**src/source/ppu_pkg.sv**
```systemverilog
// Shared types of the N64 video input path, all fixed by the N64 bus format
// Sync bits are active low, in the order they appear on vd[3:0] in the sync phase

package ppu_pkg;

  // ==================================================
  // Widths and limits
  // ==================================================

  localparam int COLOR_W            = 7;
  localparam int LINE_CNT_W         = 10;
  localparam int PAL_LINE_THRESHOLD = 288;
  localparam int RESYNC_CYCLES      = 4;
  localparam int RESYNC_CNT_W       = $clog2(RESYNC_CYCLES + 1);

  // ==================================================
  // Enums
  // ==================================================

  typedef enum logic [1:0] {
    PH_SYNC,
    PH_RED,
    PH_GREEN,
    PH_BLUE
  } demux_phase_e;

  // Direct covers both 240p and 288p passthrough
  typedef enum logic [2:0] {
    TGT_DIRECT,
    TGT_480P_576P,
    TGT_720P,
    TGT_960P,
    TGT_1080P,
    TGT_1200P,
    TGT_1440P,
    TGT_1440WP
  } target_res_e;

  typedef enum logic [4:0] {
    VM_240P60,
    VM_288P50,
    VM_480P60,
    VM_VGAP60,
    VM_576P50,
    VM_720P60,
    VM_720P50,
    VM_960P60,
    VM_960P50,
    VM_1080P60,
    VM_1080P50,
    VM_1200P60,
    VM_1200P50,
    VM_1440P60,
    VM_1440P50,
    VM_1440WP60,
    VM_1440WP50
  } video_mode_e;

  // ==================================================
  // Packed structs
  // ==================================================

  typedef struct packed {
    logic nvsync;
    logic nclamp;
    logic nhsync;
    logic ncsync;
  } sync_t;

  typedef struct packed {
    sync_t              sync;
    logic [COLOR_W-1:0] red;
    logic [COLOR_W-1:0] green;
    logic [COLOR_W-1:0] blue;
  } pixel_t;

  typedef struct packed {
    logic detected;
    logic pal;
    logic interlaced;
  } vinfo_t;

  // n16bit_mode high means 16-bit colour mode is on
  typedef struct packed {
    target_res_e target;
    logic        use_vga_480p;
    logic        force60;
    logic        force50;
    logic        lowlatency;
    logic        n16bit_mode;
  } ppu_cfg_t;

  typedef struct packed {
    vinfo_t      vinfo;
    logic        n16bit_mode;
    logic        lowlatency;
    target_res_e target;
    video_mode_e video_mode;
  } ppu_state_t;

endpackage

```
**src/source/n64_ppu_top.sv**
```systemverilog
// Input side of the N64 video pre-processing, all on the N64 pixel clock
// No back-pressure on pixel_o, it is valid for one cycle per pixel

module n64_ppu_top
  import ppu_pkg::*;
(
  input  logic               N64_CLK_i,
  input  logic               reset_i,
  input  logic               nvdsync_i,
  input  logic [COLOR_W-1:0] vd_i,
  input  ppu_cfg_t           cfg_i,
  output pixel_t             pixel_o,
  output logic               pixel_valid_o,
  output ppu_state_t         status_o,
  output logic               scaler_resync_o
);

  sync_t       sync;
  logic        sync_strobe;
  vinfo_t      vinfo;
  video_mode_e video_mode;

  // ==================================================
  // Input path
  // ==================================================

  n64_vdemux vdemux_u (
    .N64_CLK_i     (N64_CLK_i),
    .reset_i       (reset_i),
    .nvdsync_i     (nvdsync_i),
    .vd_i          (vd_i),
    .sync_o        (sync),
    .sync_strobe_o (sync_strobe),
    .n16bit_mode_i (cfg_i.n16bit_mode),
    .pixel_o       (pixel_o),
    .pixel_valid_o (pixel_valid_o)
  );

  n64_vinfo vinfo_u (
    .N64_CLK_i     (N64_CLK_i),
    .reset_i       (reset_i),
    .sync_i        (sync),
    .sync_strobe_i (sync_strobe),
    .vinfo_o       (vinfo)
  );

  // ==================================================
  // Mode and status
  // ==================================================

  vmode_resolver resolver_u (
    .N64_CLK_i    (N64_CLK_i),
    .reset_i      (reset_i),
    .cfg_i        (cfg_i),
    .pal_i        (vinfo.pal),
    .video_mode_o (video_mode)
  );

  ppu_status status_u (
    .N64_CLK_i       (N64_CLK_i),
    .reset_i         (reset_i),
    .vinfo_i         (vinfo),
    .cfg_i           (cfg_i),
    .video_mode_i    (video_mode),
    .status_o        (status_o),
    .scaler_resync_o (scaler_resync_o)
  );

endmodule

```
**src/source/n64_vdemux.sv**
```systemverilog
// Expects the N64 order sync, red, green, blue with nvdsync low only in the sync cycle
// Without a new sync phase the demux idles and outputs nothing

module n64_vdemux
  import ppu_pkg::*;
(
  input  logic               N64_CLK_i,
  input  logic               reset_i,
  input  logic               nvdsync_i,
  input  logic [COLOR_W-1:0] vd_i,
  output sync_t              sync_o,
  output logic               sync_strobe_o,
  input  logic               n16bit_mode_i,
  output pixel_t             pixel_o,
  output logic               pixel_valid_o
);

  demux_phase_e       phase;
  logic [COLOR_W-1:0] red_q;
  logic [COLOR_W-1:0] green_q;
  logic [COLOR_W-1:0] color_mask;

  // 16-bit mode drops the two LSBs of every channel
  assign color_mask = {{(COLOR_W-2){1'b1}}, {2{~n16bit_mode_i}}};

  // Phase sequencing and strobes
  always_ff @(posedge N64_CLK_i) begin
    if (reset_i) begin
      phase         <= PH_SYNC;
      sync_strobe_o <= 1'b0;
      pixel_valid_o <= 1'b0;
    end else begin
      sync_strobe_o <= ~nvdsync_i;
      pixel_valid_o <= nvdsync_i && (phase == PH_BLUE);
      if (!nvdsync_i) begin
        phase <= PH_RED;
      end else begin
        case (phase)
          PH_RED:   phase <= PH_GREEN;
          PH_GREEN: phase <= PH_BLUE;
          default:  phase <= PH_SYNC;
        endcase
      end
    end
  end

  // Channel capture
  always_ff @(posedge N64_CLK_i) begin
    if (!nvdsync_i) begin
      sync_o <= sync_t'(vd_i[3:0]);
    end else begin
      case (phase)
        PH_RED:   red_q <= vd_i;
        PH_GREEN: green_q <= vd_i;
        PH_BLUE: begin
          pixel_o.sync  <= sync_o;
          pixel_o.red   <= red_q & color_mask;
          pixel_o.green <= green_q & color_mask;
          pixel_o.blue  <= vd_i & color_mask;
        end
        default: ;
      endcase
    end
  end

endmodule

```
**src/source/n64_vinfo.sv**
```systemverilog
// Field length is counted in falling hsyncs between falling vsyncs
// Flags need two falling vsyncs before they mean anything; interlace needs three

module n64_vinfo
  import ppu_pkg::*;
(
  input  logic   N64_CLK_i,
  input  logic   reset_i,
  input  sync_t  sync_i,
  input  logic   sync_strobe_i,
  output vinfo_t vinfo_o
);

  sync_t                 prev_sync;
  logic                  hsync_fall;
  logic                  vsync_fall;
  logic [LINE_CNT_W-1:0] line_cnt;
  logic [LINE_CNT_W-1:0] prev_len;
  logic [1:0]            vsync_cnt;

  // Edges against the previous strobe, only valid while sync_strobe_i is high
  assign hsync_fall = ~sync_i.nhsync & prev_sync.nhsync;
  assign vsync_fall = ~sync_i.nvsync & prev_sync.nvsync;

  always_ff @(posedge N64_CLK_i) begin
    if (reset_i) begin
      prev_sync <= '1;
      line_cnt  <= '0;
      prev_len  <= '0;
      vsync_cnt <= '0;
      vinfo_o   <= '0;
    end else if (sync_strobe_i) begin
      prev_sync <= sync_i;

      if (vsync_fall) begin
        // The falling vsync opens the next field and may carry its first hsync
        line_cnt <= hsync_fall ? LINE_CNT_W'(1) : '0;

        // ==================================================
        // Field end evaluation
        // ==================================================
        if (vsync_cnt != 2'd0) begin
          vinfo_o.pal      <= line_cnt > LINE_CNT_W'(PAL_LINE_THRESHOLD);
          vinfo_o.detected <= 1'b1;
          prev_len         <= line_cnt;
        end
        if (vsync_cnt == 2'd2) begin
          // Alternating field lengths mark an interlaced source
          vinfo_o.interlaced <= line_cnt != prev_len;
        end

        // Saturates once a full field has been seen
        if (vsync_cnt != 2'd2) begin
          vsync_cnt <= vsync_cnt + 2'd1;
        end
      end else if (hsync_fall) begin
        line_cnt <= line_cnt + 1'b1;
      end
    end
  end

endmodule

```
**src/source/ppu_status.sv**
```systemverilog
// Status word is one register behind its inputs
// Resync pulse restarts on every pal or detected change, even mid-pulse

module ppu_status
  import ppu_pkg::*;
(
  input  logic        N64_CLK_i,
  input  logic        reset_i,
  input  vinfo_t      vinfo_i,
  input  ppu_cfg_t    cfg_i,
  input  video_mode_e video_mode_i,
  output ppu_state_t  status_o,
  output logic        scaler_resync_o
);

  logic                    prev_pal;
  logic                    prev_detected;
  logic                    mode_change;
  logic [RESYNC_CNT_W-1:0] resync_cnt;

  assign mode_change = (vinfo_i.pal ^ prev_pal) | (vinfo_i.detected ^ prev_detected);
  assign scaler_resync_o = resync_cnt != '0;

  always_ff @(posedge N64_CLK_i) begin
    if (reset_i) begin
      status_o            <= '0;
      status_o.video_mode <= VM_480P60;
      prev_pal            <= 1'b0;
      prev_detected       <= 1'b0;
      resync_cnt          <= '0;
    end else begin
      status_o.vinfo       <= vinfo_i;
      status_o.n16bit_mode <= cfg_i.n16bit_mode;
      status_o.lowlatency  <= cfg_i.lowlatency;
      status_o.target      <= cfg_i.target;
      status_o.video_mode  <= video_mode_i;

      prev_pal      <= vinfo_i.pal;
      prev_detected <= vinfo_i.detected;

      // Pulse length counter
      if (mode_change) begin
        resync_cnt <= RESYNC_CNT_W'(RESYNC_CYCLES);
      end else if (scaler_resync_o) begin
        resync_cnt <= resync_cnt - 1'b1;
      end
    end
  end

endmodule

```
**src/source/vmode_resolver.sv**
```systemverilog
// Force 50/60 Hz only applies outside low-latency mode and never to the direct target
// Output mode is registered, so it lags cfg_i and pal_i by one cycle

module vmode_resolver
  import ppu_pkg::*;
(
  input  logic        N64_CLK_i,
  input  logic        reset_i,
  input  ppu_cfg_t    cfg_i,
  input  logic        pal_i,
  output video_mode_e video_mode_o
);

  video_mode_e mode_60;
  video_mode_e mode_50;
  logic        force_allowed;
  logic        use_50;

  // ==================================================
  // Candidate modes per refresh rate
  // ==================================================

  always_comb begin
    case (cfg_i.target)
      TGT_DIRECT:    mode_60 = VM_240P60;
      TGT_480P_576P: mode_60 = cfg_i.use_vga_480p ? VM_VGAP60 : VM_480P60;
      TGT_720P:      mode_60 = VM_720P60;
      TGT_960P:      mode_60 = VM_960P60;
      TGT_1080P:     mode_60 = VM_1080P60;
      TGT_1200P:     mode_60 = VM_1200P60;
      TGT_1440P:     mode_60 = VM_1440P60;
      default:       mode_60 = VM_1440WP60;
    endcase
  end

  always_comb begin
    case (cfg_i.target)
      TGT_DIRECT:    mode_50 = VM_288P50;
      TGT_480P_576P: mode_50 = VM_576P50;
      TGT_720P:      mode_50 = VM_720P50;
      TGT_960P:      mode_50 = VM_960P50;
      TGT_1080P:     mode_50 = VM_1080P50;
      TGT_1200P:     mode_50 = VM_1200P50;
      TGT_1440P:     mode_50 = VM_1440P50;
      default:       mode_50 = VM_1440WP50;
    endcase
  end

  // ==================================================
  // Refresh rate selection
  // ==================================================

  assign force_allowed = ~cfg_i.lowlatency && (cfg_i.target != TGT_DIRECT);

  // force60 wins over force50, otherwise follow the source
  always_comb begin
    if (force_allowed && cfg_i.force60) begin
      use_50 = 1'b0;
    end else if (force_allowed && cfg_i.force50) begin
      use_50 = 1'b1;
    end else begin
      use_50 = pal_i;
    end
  end

  always_ff @(posedge N64_CLK_i) begin
    if (reset_i) begin
      video_mode_o <= VM_480P60;
    end else begin
      video_mode_o <= use_50 ? mode_50 : mode_60;
    end
  end

endmodule

```
**config.mk**
```make
export PLATFORM = sky130hd
export DESIGN_NAME = n64_ppu_top
export DESIGN_NICKNAME = d
export VERILOG_FILES = /design/src/source/ppu_pkg.sv /design/src/source/n64_ppu_top.sv /design/src/source/n64_vdemux.sv /design/src/source/n64_vinfo.sv /design/src/source/ppu_status.sv /design/src/source/vmode_resolver.sv
export SDC_FILE = /design/constraint.sdc
export NUM_CORES = 1
export LEC_CHECK = 0
export CAP_MARGIN = 10
export CORE_MARGIN = 2
export CORE_UTILIZATION = 30
export CTS_CLUSTER_SIZE = 12
export DETAILED_ROUTE_END_ITERATION = 10
export DONT_BUFFER_PORTS = 1
export PLACE_DENSITY = 0.46
export SLEW_MARGIN = 5
export SYNTH_ARGS = -nofsm -noshare
export SYNTH_HDL_FRONTEND = slang
export SYNTH_SLANG_ARGS = --single-unit
```
**constraint.sdc**
```tcl
create_clock -name N64_CLK_i -period 2.01 [get_ports N64_CLK_i]
set_input_delay 0.3015 -clock N64_CLK_i [delete_from_list [all_inputs] [get_ports N64_CLK_i]]
set_output_delay 0.3015 -clock N64_CLK_i [all_outputs]
set_load 0.02 [all_outputs]
```
==> results of run 1 <==
-- placed cells by master (no fill, tap or decap), drive strengths merged, types with 7 or more instances in the layout --
cell / synthesis / final
dfxtp: 52 / 52
edfxtp: 43 / 43
nor2: 30 / 30
nand2: 27 / 27
inv: 20 / 24
nor2b: 22 / 22
a21oi: 22 / 22
ha: 15 / 15
xor2: 12 / 12
nor3: 10 / 10
clkbuf: 7 / 10
buf: 9 / 8
xnor2: 7 / 7
-- metrics by stage --
step	area (um2)	setup slack (ns)	util (%)	total power, mW	cells
floorplan	3740	0.355	-	2.44	325
global placement	3910	0.227	32.3	2.48	485
detailed placement	3910	0.170	32.3	2.49	485
CTS	4230	0.163	34.9	4.33	501
global route	4230	0.00971	34.9	4.45	501
finish	4230	0.182	34.9	4.26	501
-- final cells by class --
class	count	area share, %
Sequential cell	95	55.1
Multi-Input combinational cell	194	29.1
Clock buffer	10	5.65
Tap cell	168	4.97
Clock inverter	6	1.98
Inverter	20	1.78
Timing Repair Buffer	8	1.42
-- worst max-delay path by stage --
| stage | from | end | slack [ns] |
|---|---|---|---|
| 6_report | vdemux_u.sync_o[3]$_DFFE_PN_ | vinfo_u.line_cnt[6]$_SDFFE_PP0P_ | 0.18 |
| 4_1_cts | vdemux_u.sync_o[3]$_DFFE_PN_ | vinfo_u.vinfo_o[1]$_SDFFE_PP0P_ | 0.16 |
| 3_5_place_dp | cfg_i[5] | resolver_u.video_mode_o[3]$_SDFF_PP0_ | 0.17 |
| 5_1_grt | vdemux_u.sync_o[3]$_DFFE_PN_ | vinfo_u.line_cnt[4]$_SDFFE_PP0P_ | 0.01 |
| 2_1_floorplan | cfg_i[5] | resolver_u.video_mode_o[3]$_SDFF_PP0_ | 0.36 |
| 3_3_place_gp | vdemux_u.sync_o[3]$_DFFE_PN_ | vinfo_u.vinfo_o[1]$_SDFFE_PP0P_ | 0.23 |
-- power groups by stage --
stage               sequential (mW)  combinational [mW]  clock, mW
CTS                            2.14               0.313       1.88
floorplan                      2.17               0.271          0
global placement               2.18               0.301          0
detailed placement             2.18               0.311          0
global route                   2.15               0.355       1.95
finish                         2.14               0.304       1.81
-- registers in the layout (all words and copies together), names as in the netlist, 2 cells and up --
register                 cells
vdemux_u.sync_o              4
vinfo_u.line_cnt            10
vinfo_u.prev_sync            2
status_u.resync_cnt          3
vdemux_u.green_q             7
status_u.status_o           12
vdemux_u.red_q               7
vinfo_u.vinfo_o              3
vinfo_u.vsync_cnt            2
resolver_u.video_mode_o      5
vinfo_u.prev_len            10
vdemux_u.pixel_o            25
vdemux_u.phase               2
-- worst max-delay path, cell delays in order, from the launching register on --
cell and delay [ns]:
edfxtp_1 0.43, nor2b_1 0.44, o21ai_0 0.32, or3_1 0.42, a21oi_1 0.15
-- per-layer routing --
metal,vias to the layer above,GRT usage (%),wire [um],share of wire [%]
met5,-,0,0,0
met4,0,5.63,161,2.5
met3,10,3.82,368,5.7
met2,58,15.8,2930,46
met1,1013,13.2,2940,46
li1,1112,-,-,-
-- logic make-up (layout without fill, tap and decap cells) --
family,count (synthesis),count (layout)
AO/OA/AOI/OAI,43,43
AND/OR/NAND/NOR,113,113
adder cells (fa/ha/maj),15,15
XOR/XNOR,19,19
multiplexers,4,4
flip-flops,95,95
buffers and inverters,36,44
==> run summary, run 1 <==
Status = finished, final reports clean
Xor and xnor area share after synthesis = 4.45%
CP Max Fanout = 8
Post-synthesis cell type with the largest combined area = edfxtp_1
Routed len/inst = 12.8 um
Avg Cell Area, Syn = 11.5 um2
Register Area = 2330 um2
H-tree Lvls = 3
Synth-to-Final Area Change = 13.1%
Int Power = 3.24 mW
Mux cell area share after synthesis = 1.10%
FF+latch count, synth = 95
Hold depth = 1
Global-route wire length before repair = 10,600 um
Setup Fix Bufs, Post-CTS = 0
Adder-Cell Fraction of Synth Area = 5.02%
Synth top area cells = edfxtp_1, dfxtp_1, ha_1, nor2b_1, nor2_1
Switching pwr = 1.01 mW
Warnings, synthesis = 0
Area of the die = 13,400 um2
Max-cap violations = 0
DR DRC count = 0
Maximum VDD drop = 0.483 mV
Critical Path Source Type = flop
Sequential fraction of the synthesis area = 62.4%
Initial Util = 30.9%
Final hold violation count = 0
Type of the worst min-delay path = primary input to flop
Final GP Congestion = 0.787
Logic pwr share = 7.1%
Post_cts resized = 0
Synth Area in Compound Gates = 7.39%
Die Y = 116 um
CTS root buf = clkbuf_16
Final WL = 6400 um
Number of antenna violations at the first check in global routing = 0
Cell variety after synth = 40
Pleak = 1.56 nW
Final nets = 361
Main combinational cell family by area after synthesis = simple AND/OR/NAND/NOR gates
Clock sink count = 95
Maximum clock frequency = 547 MHz
WP data required = 2.28 ns
Final Slew Violations = 0
First-pass detailed-route iteration total = 4
Clock period minus worst slack = 1.83 ns
# rows = 40
Setup CP Type = flop to flop
GR Util All Layers = 10.5%
I/O Buffers = 0
Worst flop-to-flop path endpoint = vinfo_u.line_cnt[6]$_SDFFE_PP0P_
Total gr overflow = 0
Ys async rst share = 0%
Post-synth EDFFs = 43
Max-slew headroom = 66.2%
Top-Level Pins = 58
CP Data Arrival Time = 2.10 ns
Commonest cells post-synth = dfxtp_1, edfxtp_1, nor2_1, nand2_1
Area of the multi-input gates = 1230 um2
Post-DR vias/cell = 4.38
Clock Skew = 0.00577 ns
Synth Net Count = 358
Worst Hold Launch = nvdsync_i
Core area = 12,100 um2
Seq pwr share = 50.2%
CTS buffer count = 9
Layout fillers = 1,263
TritonCTS clock tree = done
Share of post-route cells with drive strength above 1 = 9.01%
Switching share of power = 23.8%
Simple-gate share of the synthesized area = 14.9%
Post-synth top area share = 34.5%
Final TNS setup = 0 ns
Clock slew at reported path FFs = 0.07 ns
RSZ-0062 raised after global routing = no
ANT nets after route = 0
Actual slew at the worst max-slew pin = 0.502 ns
Clock share of power = 42.6%
Post-Synthesis Cells = 325
Mapped cell area = 3740 um2
Vias = 2,193
FF-to-FF path depth = 4
Post-DP HPWL = 4380 um
Top-count cell post-synth = dfxtp_1
Final hold slack = 0.0163 ns
Die width = 116 um
Longest Clk Path Bufs = 2
Clock Latency Late Sink = 0.35 ns
Worst flop-to-flop path startpoint = vdemux_u.sync_o[3]$_DFFE_PN_
P per Cell Area = 1010 nW/um2
Final Setup Violations = 0
Maximum number of pins on one net before global-route repair = 47
Ant diodes = 0
Number of global-route vias before repair = 2,137
FF-to-FF setup slack = 0.18 ns
Final period util = 90.9%
Ys flop type = dfxtp_1
Starting DRC count in detailed routing = 98
Count of hold-fix buffers inserted at cts = 0
Worst hold endpoint = vdemux_u.sync_strobe_o$_SDFF_PP0_
Critical Path End Type = flop
Note: power is estimated with default switching activity, not from simulation.
==> inputs of run 2 (changes only) <==
--- a/config.mk
+++ b/config.mk
@@ -11,7 +11,7 @@
 export CTS_CLUSTER_SIZE = 12
 export DETAILED_ROUTE_END_ITERATION = 10
 export DONT_BUFFER_PORTS = 1
-export PLACE_DENSITY = 0.46
+export PLACE_DENSITY = 0.47
 export SLEW_MARGIN = 5
 export SYNTH_ARGS = -nofsm -noshare
 export SYNTH_HDL_FRONTEND = slang
==> constraint.sdc (replaced) <==
create_clock -name N64_CLK_i -period 1.46 [get_ports N64_CLK_i]
set_input_delay 0.219 -clock N64_CLK_i [delete_from_list [all_inputs] [get_ports N64_CLK_i]]
set_output_delay 0.219 -clock N64_CLK_i [all_outputs]
set_load 0.005 [all_outputs]
==> run summary, run 2 (synthesis gave the netlist of run 1 again) <==
Status = finished, violations left
Failing checks = hold timing, setup timing
First-pass detailed-route iteration total = 4
Routed len/inst = 13.1 um
Clock Skew = 0.00359 ns
Pleak = 1.92 nW
Final hold slack = -0.0530 ns
Number of antenna violations at the first check in global routing = 0
Most common cell after layout, fill and taps aside = dfxtp_1
Final nets = 415
Largest regs = vdemux_u.pixel_o x25, status_u.status_o x12
Clock slew at reported path FFs = 0.07 ns
Final Setup Violations = 2
Initial Util = 30.9%
CP startpoint = vinfo_u.line_cnt[0]$_SDFFE_PP0P_
CP Cell Sequence = inv_1, ha_1, or4b_1, a211o_1, a211oi_2, nor3_1
Worst flop-to-flop path endpoint = vinfo_u.vinfo_o[1]$_SDFFE_PP0P_
DR DRC count = 0
CP Data Arrival Time = 1.79 ns
WP data required = 1.70 ns
Max-slew headroom = 72.5%
Max stage delay on crit path = 0.42 ns
RSZ-0062 raised after global routing = yes
Number of global-route vias before repair = 2,313
Layout fillers = 1,191
Top-Level Pins = 58
Clock sink count = 95
Die Y = 116 um
Worst path top cell family by delay = simple AND/OR/NAND/NOR gates
Longest Clk Path Bufs = 2
Final WS setup = -0.0955 ns
CTS root buf = clkbuf_16
Maximum clock frequency = 643 MHz
Final Slew Violations = 0
Die width = 116 um
Final period util = 107%
Global-route wire length before repair = 11,700 um
TritonCTS clock tree = done
CP Max Fanout = 2
Worst hold endpoint = vinfo_u.prev_len[1]$_SDFFE_PP0P_
Max-cap violations = 0
Setup WS pre-CTS = -0.0993 ns
Ant diodes = 0
CTS buffer count = 9
FF-to-FF path depth = 6
GR Util All Layers = 11.6%
Area of the die = 13,400 um2
Slowest-stage cell, CP = or4b_1
Share of post-route cells with drive strength above 1 = 26.1%
Bufs and invs on worst path = 1
Final hold violation count = 23
Setup CP Type = flop to flop
I/O Buffers = 0
Final WL = 7280 um
Hold depth = 1
Flip-flop count of the largest register after layout = 25
Post-DP HPWL = 4690 um
Final GP Congestion = 0.805
Actual slew at the worst max-slew pin = 0.411 ns
Worst flop-to-flop path startpoint = vinfo_u.line_cnt[0]$_SDFFE_PP0P_
Maximum number of pins on one net before global-route repair = 47
Type of the worst min-delay path = primary input to flop
Count of hold-fix buffers inserted at cts = 25
P per Cell Area = 1170 nW/um2
Reg with most FFs = vdemux_u.pixel_o
FF-to-FF setup slack = -0.1 ns
Highest-count cells in the layout ignoring fill and taps = dfxtp_1, edfxtp_1, buf_4, nor2_1, dlygate4sd3_1
Critical Path End Type = flop
Core area = 12,100 um2
Clock period minus worst slack = 1.56 ns
Total gr overflow = 0
Post-DR vias/cell = 4.35
Worst Hold Launch = reset_i
H-tree Lvls = 3
# rows = 40
Vias = 2,417
Clock Latency Late Sink = 0.34 ns
ANT nets after route = 0
Maximum VDD drop = 0.608 mV
Critical Path Source Type = flop
Starting DRC count in detailed routing = 103
Synth-to-Final Area Change = 31.5%
-- run 2: what timing repair did --
action / in CTS / in global routing
setup endpoints to repair: 16 / 26
endpoints found under the hold margin: 64 / 25
cloned: 1 / 0
gates resized for setup: 9 / 47
buffers inserted: 0 / 6
pin swaps: 1 / 14
-- run 2: through the flow --
| step | instances | area, um2 | total power [mW] | util, % | TNS (ns) |
|---|---|---|---|---|---|
| floorplan | 325 | 3770 | 3.32 | - | -0.0747 |
| global placement | 508 | 4130 | 3.41 | 34.1 | -0.0786 |
| detailed placement | 508 | 4130 | 3.42 | 34.1 | -0.203 |
| CTS | 550 | 4710 | 5.80 | 38.9 | -0.105 |
| global route | 555 | 4920 | 6.05 | 40.6 | -0.912 |
| finish | 555 | 4920 | 5.75 | 40.6 | -0.0973 |
-- run 2: layout make-up --
| cell class | count | area, um2 | share of cell area, % |
|---|---|---|---|
| flip-flops and latches | 95 | 2340 | 47.6 |
| well taps | 168 | 210 | 4.27 |
| repair buffers | 62 | 577 | 11.7 |
| clock buffers | 9 | 225 | 4.58 |
| multi-input cells | 194 | 1430 | 29.1 |
| inverters | 20 | 75.1 | 1.53 |
| clock inverters | 7 | 61.3 | 1.25 |
-- run 2: worst max path at each step --
stage	to	cells past startpoint
after floorplan	vinfo_u.vinfo_o[1]$_SDFFE_PP0P_	6
after global placement	vinfo_u.vinfo_o[1]$_SDFFE_PP0P_	6
after detailed placement	vinfo_u.vinfo_o[1]$_SDFFE_PP0P_	6
after CTS	vinfo_u.vinfo_o[1]$_SDFFE_PP0P_	6
after global routing	vinfo_u.vinfo_o[1]$_SDFFE_PP0P_	6
final	vinfo_u.vinfo_o[1]$_SDFFE_PP0P_	6
-- run 2: per-layer routing --
layer  wire length [um]  track usage (%)  share of wire (%)
met3                325             4.97                4.5
met5                  0                0                  0
met2               3540             18.1                 49
met1               3300             14.3                 45
met4                114             4.05                1.6
-- run 2: where the power goes --
part	internal (mW)	leakage, nW	switching, mW
Sequential	2.87	0.819	0.0444
Clock	1.19	0.140	1.07
Combinational	0.299	0.959	0.280
Total	4.36	1.92	1.40
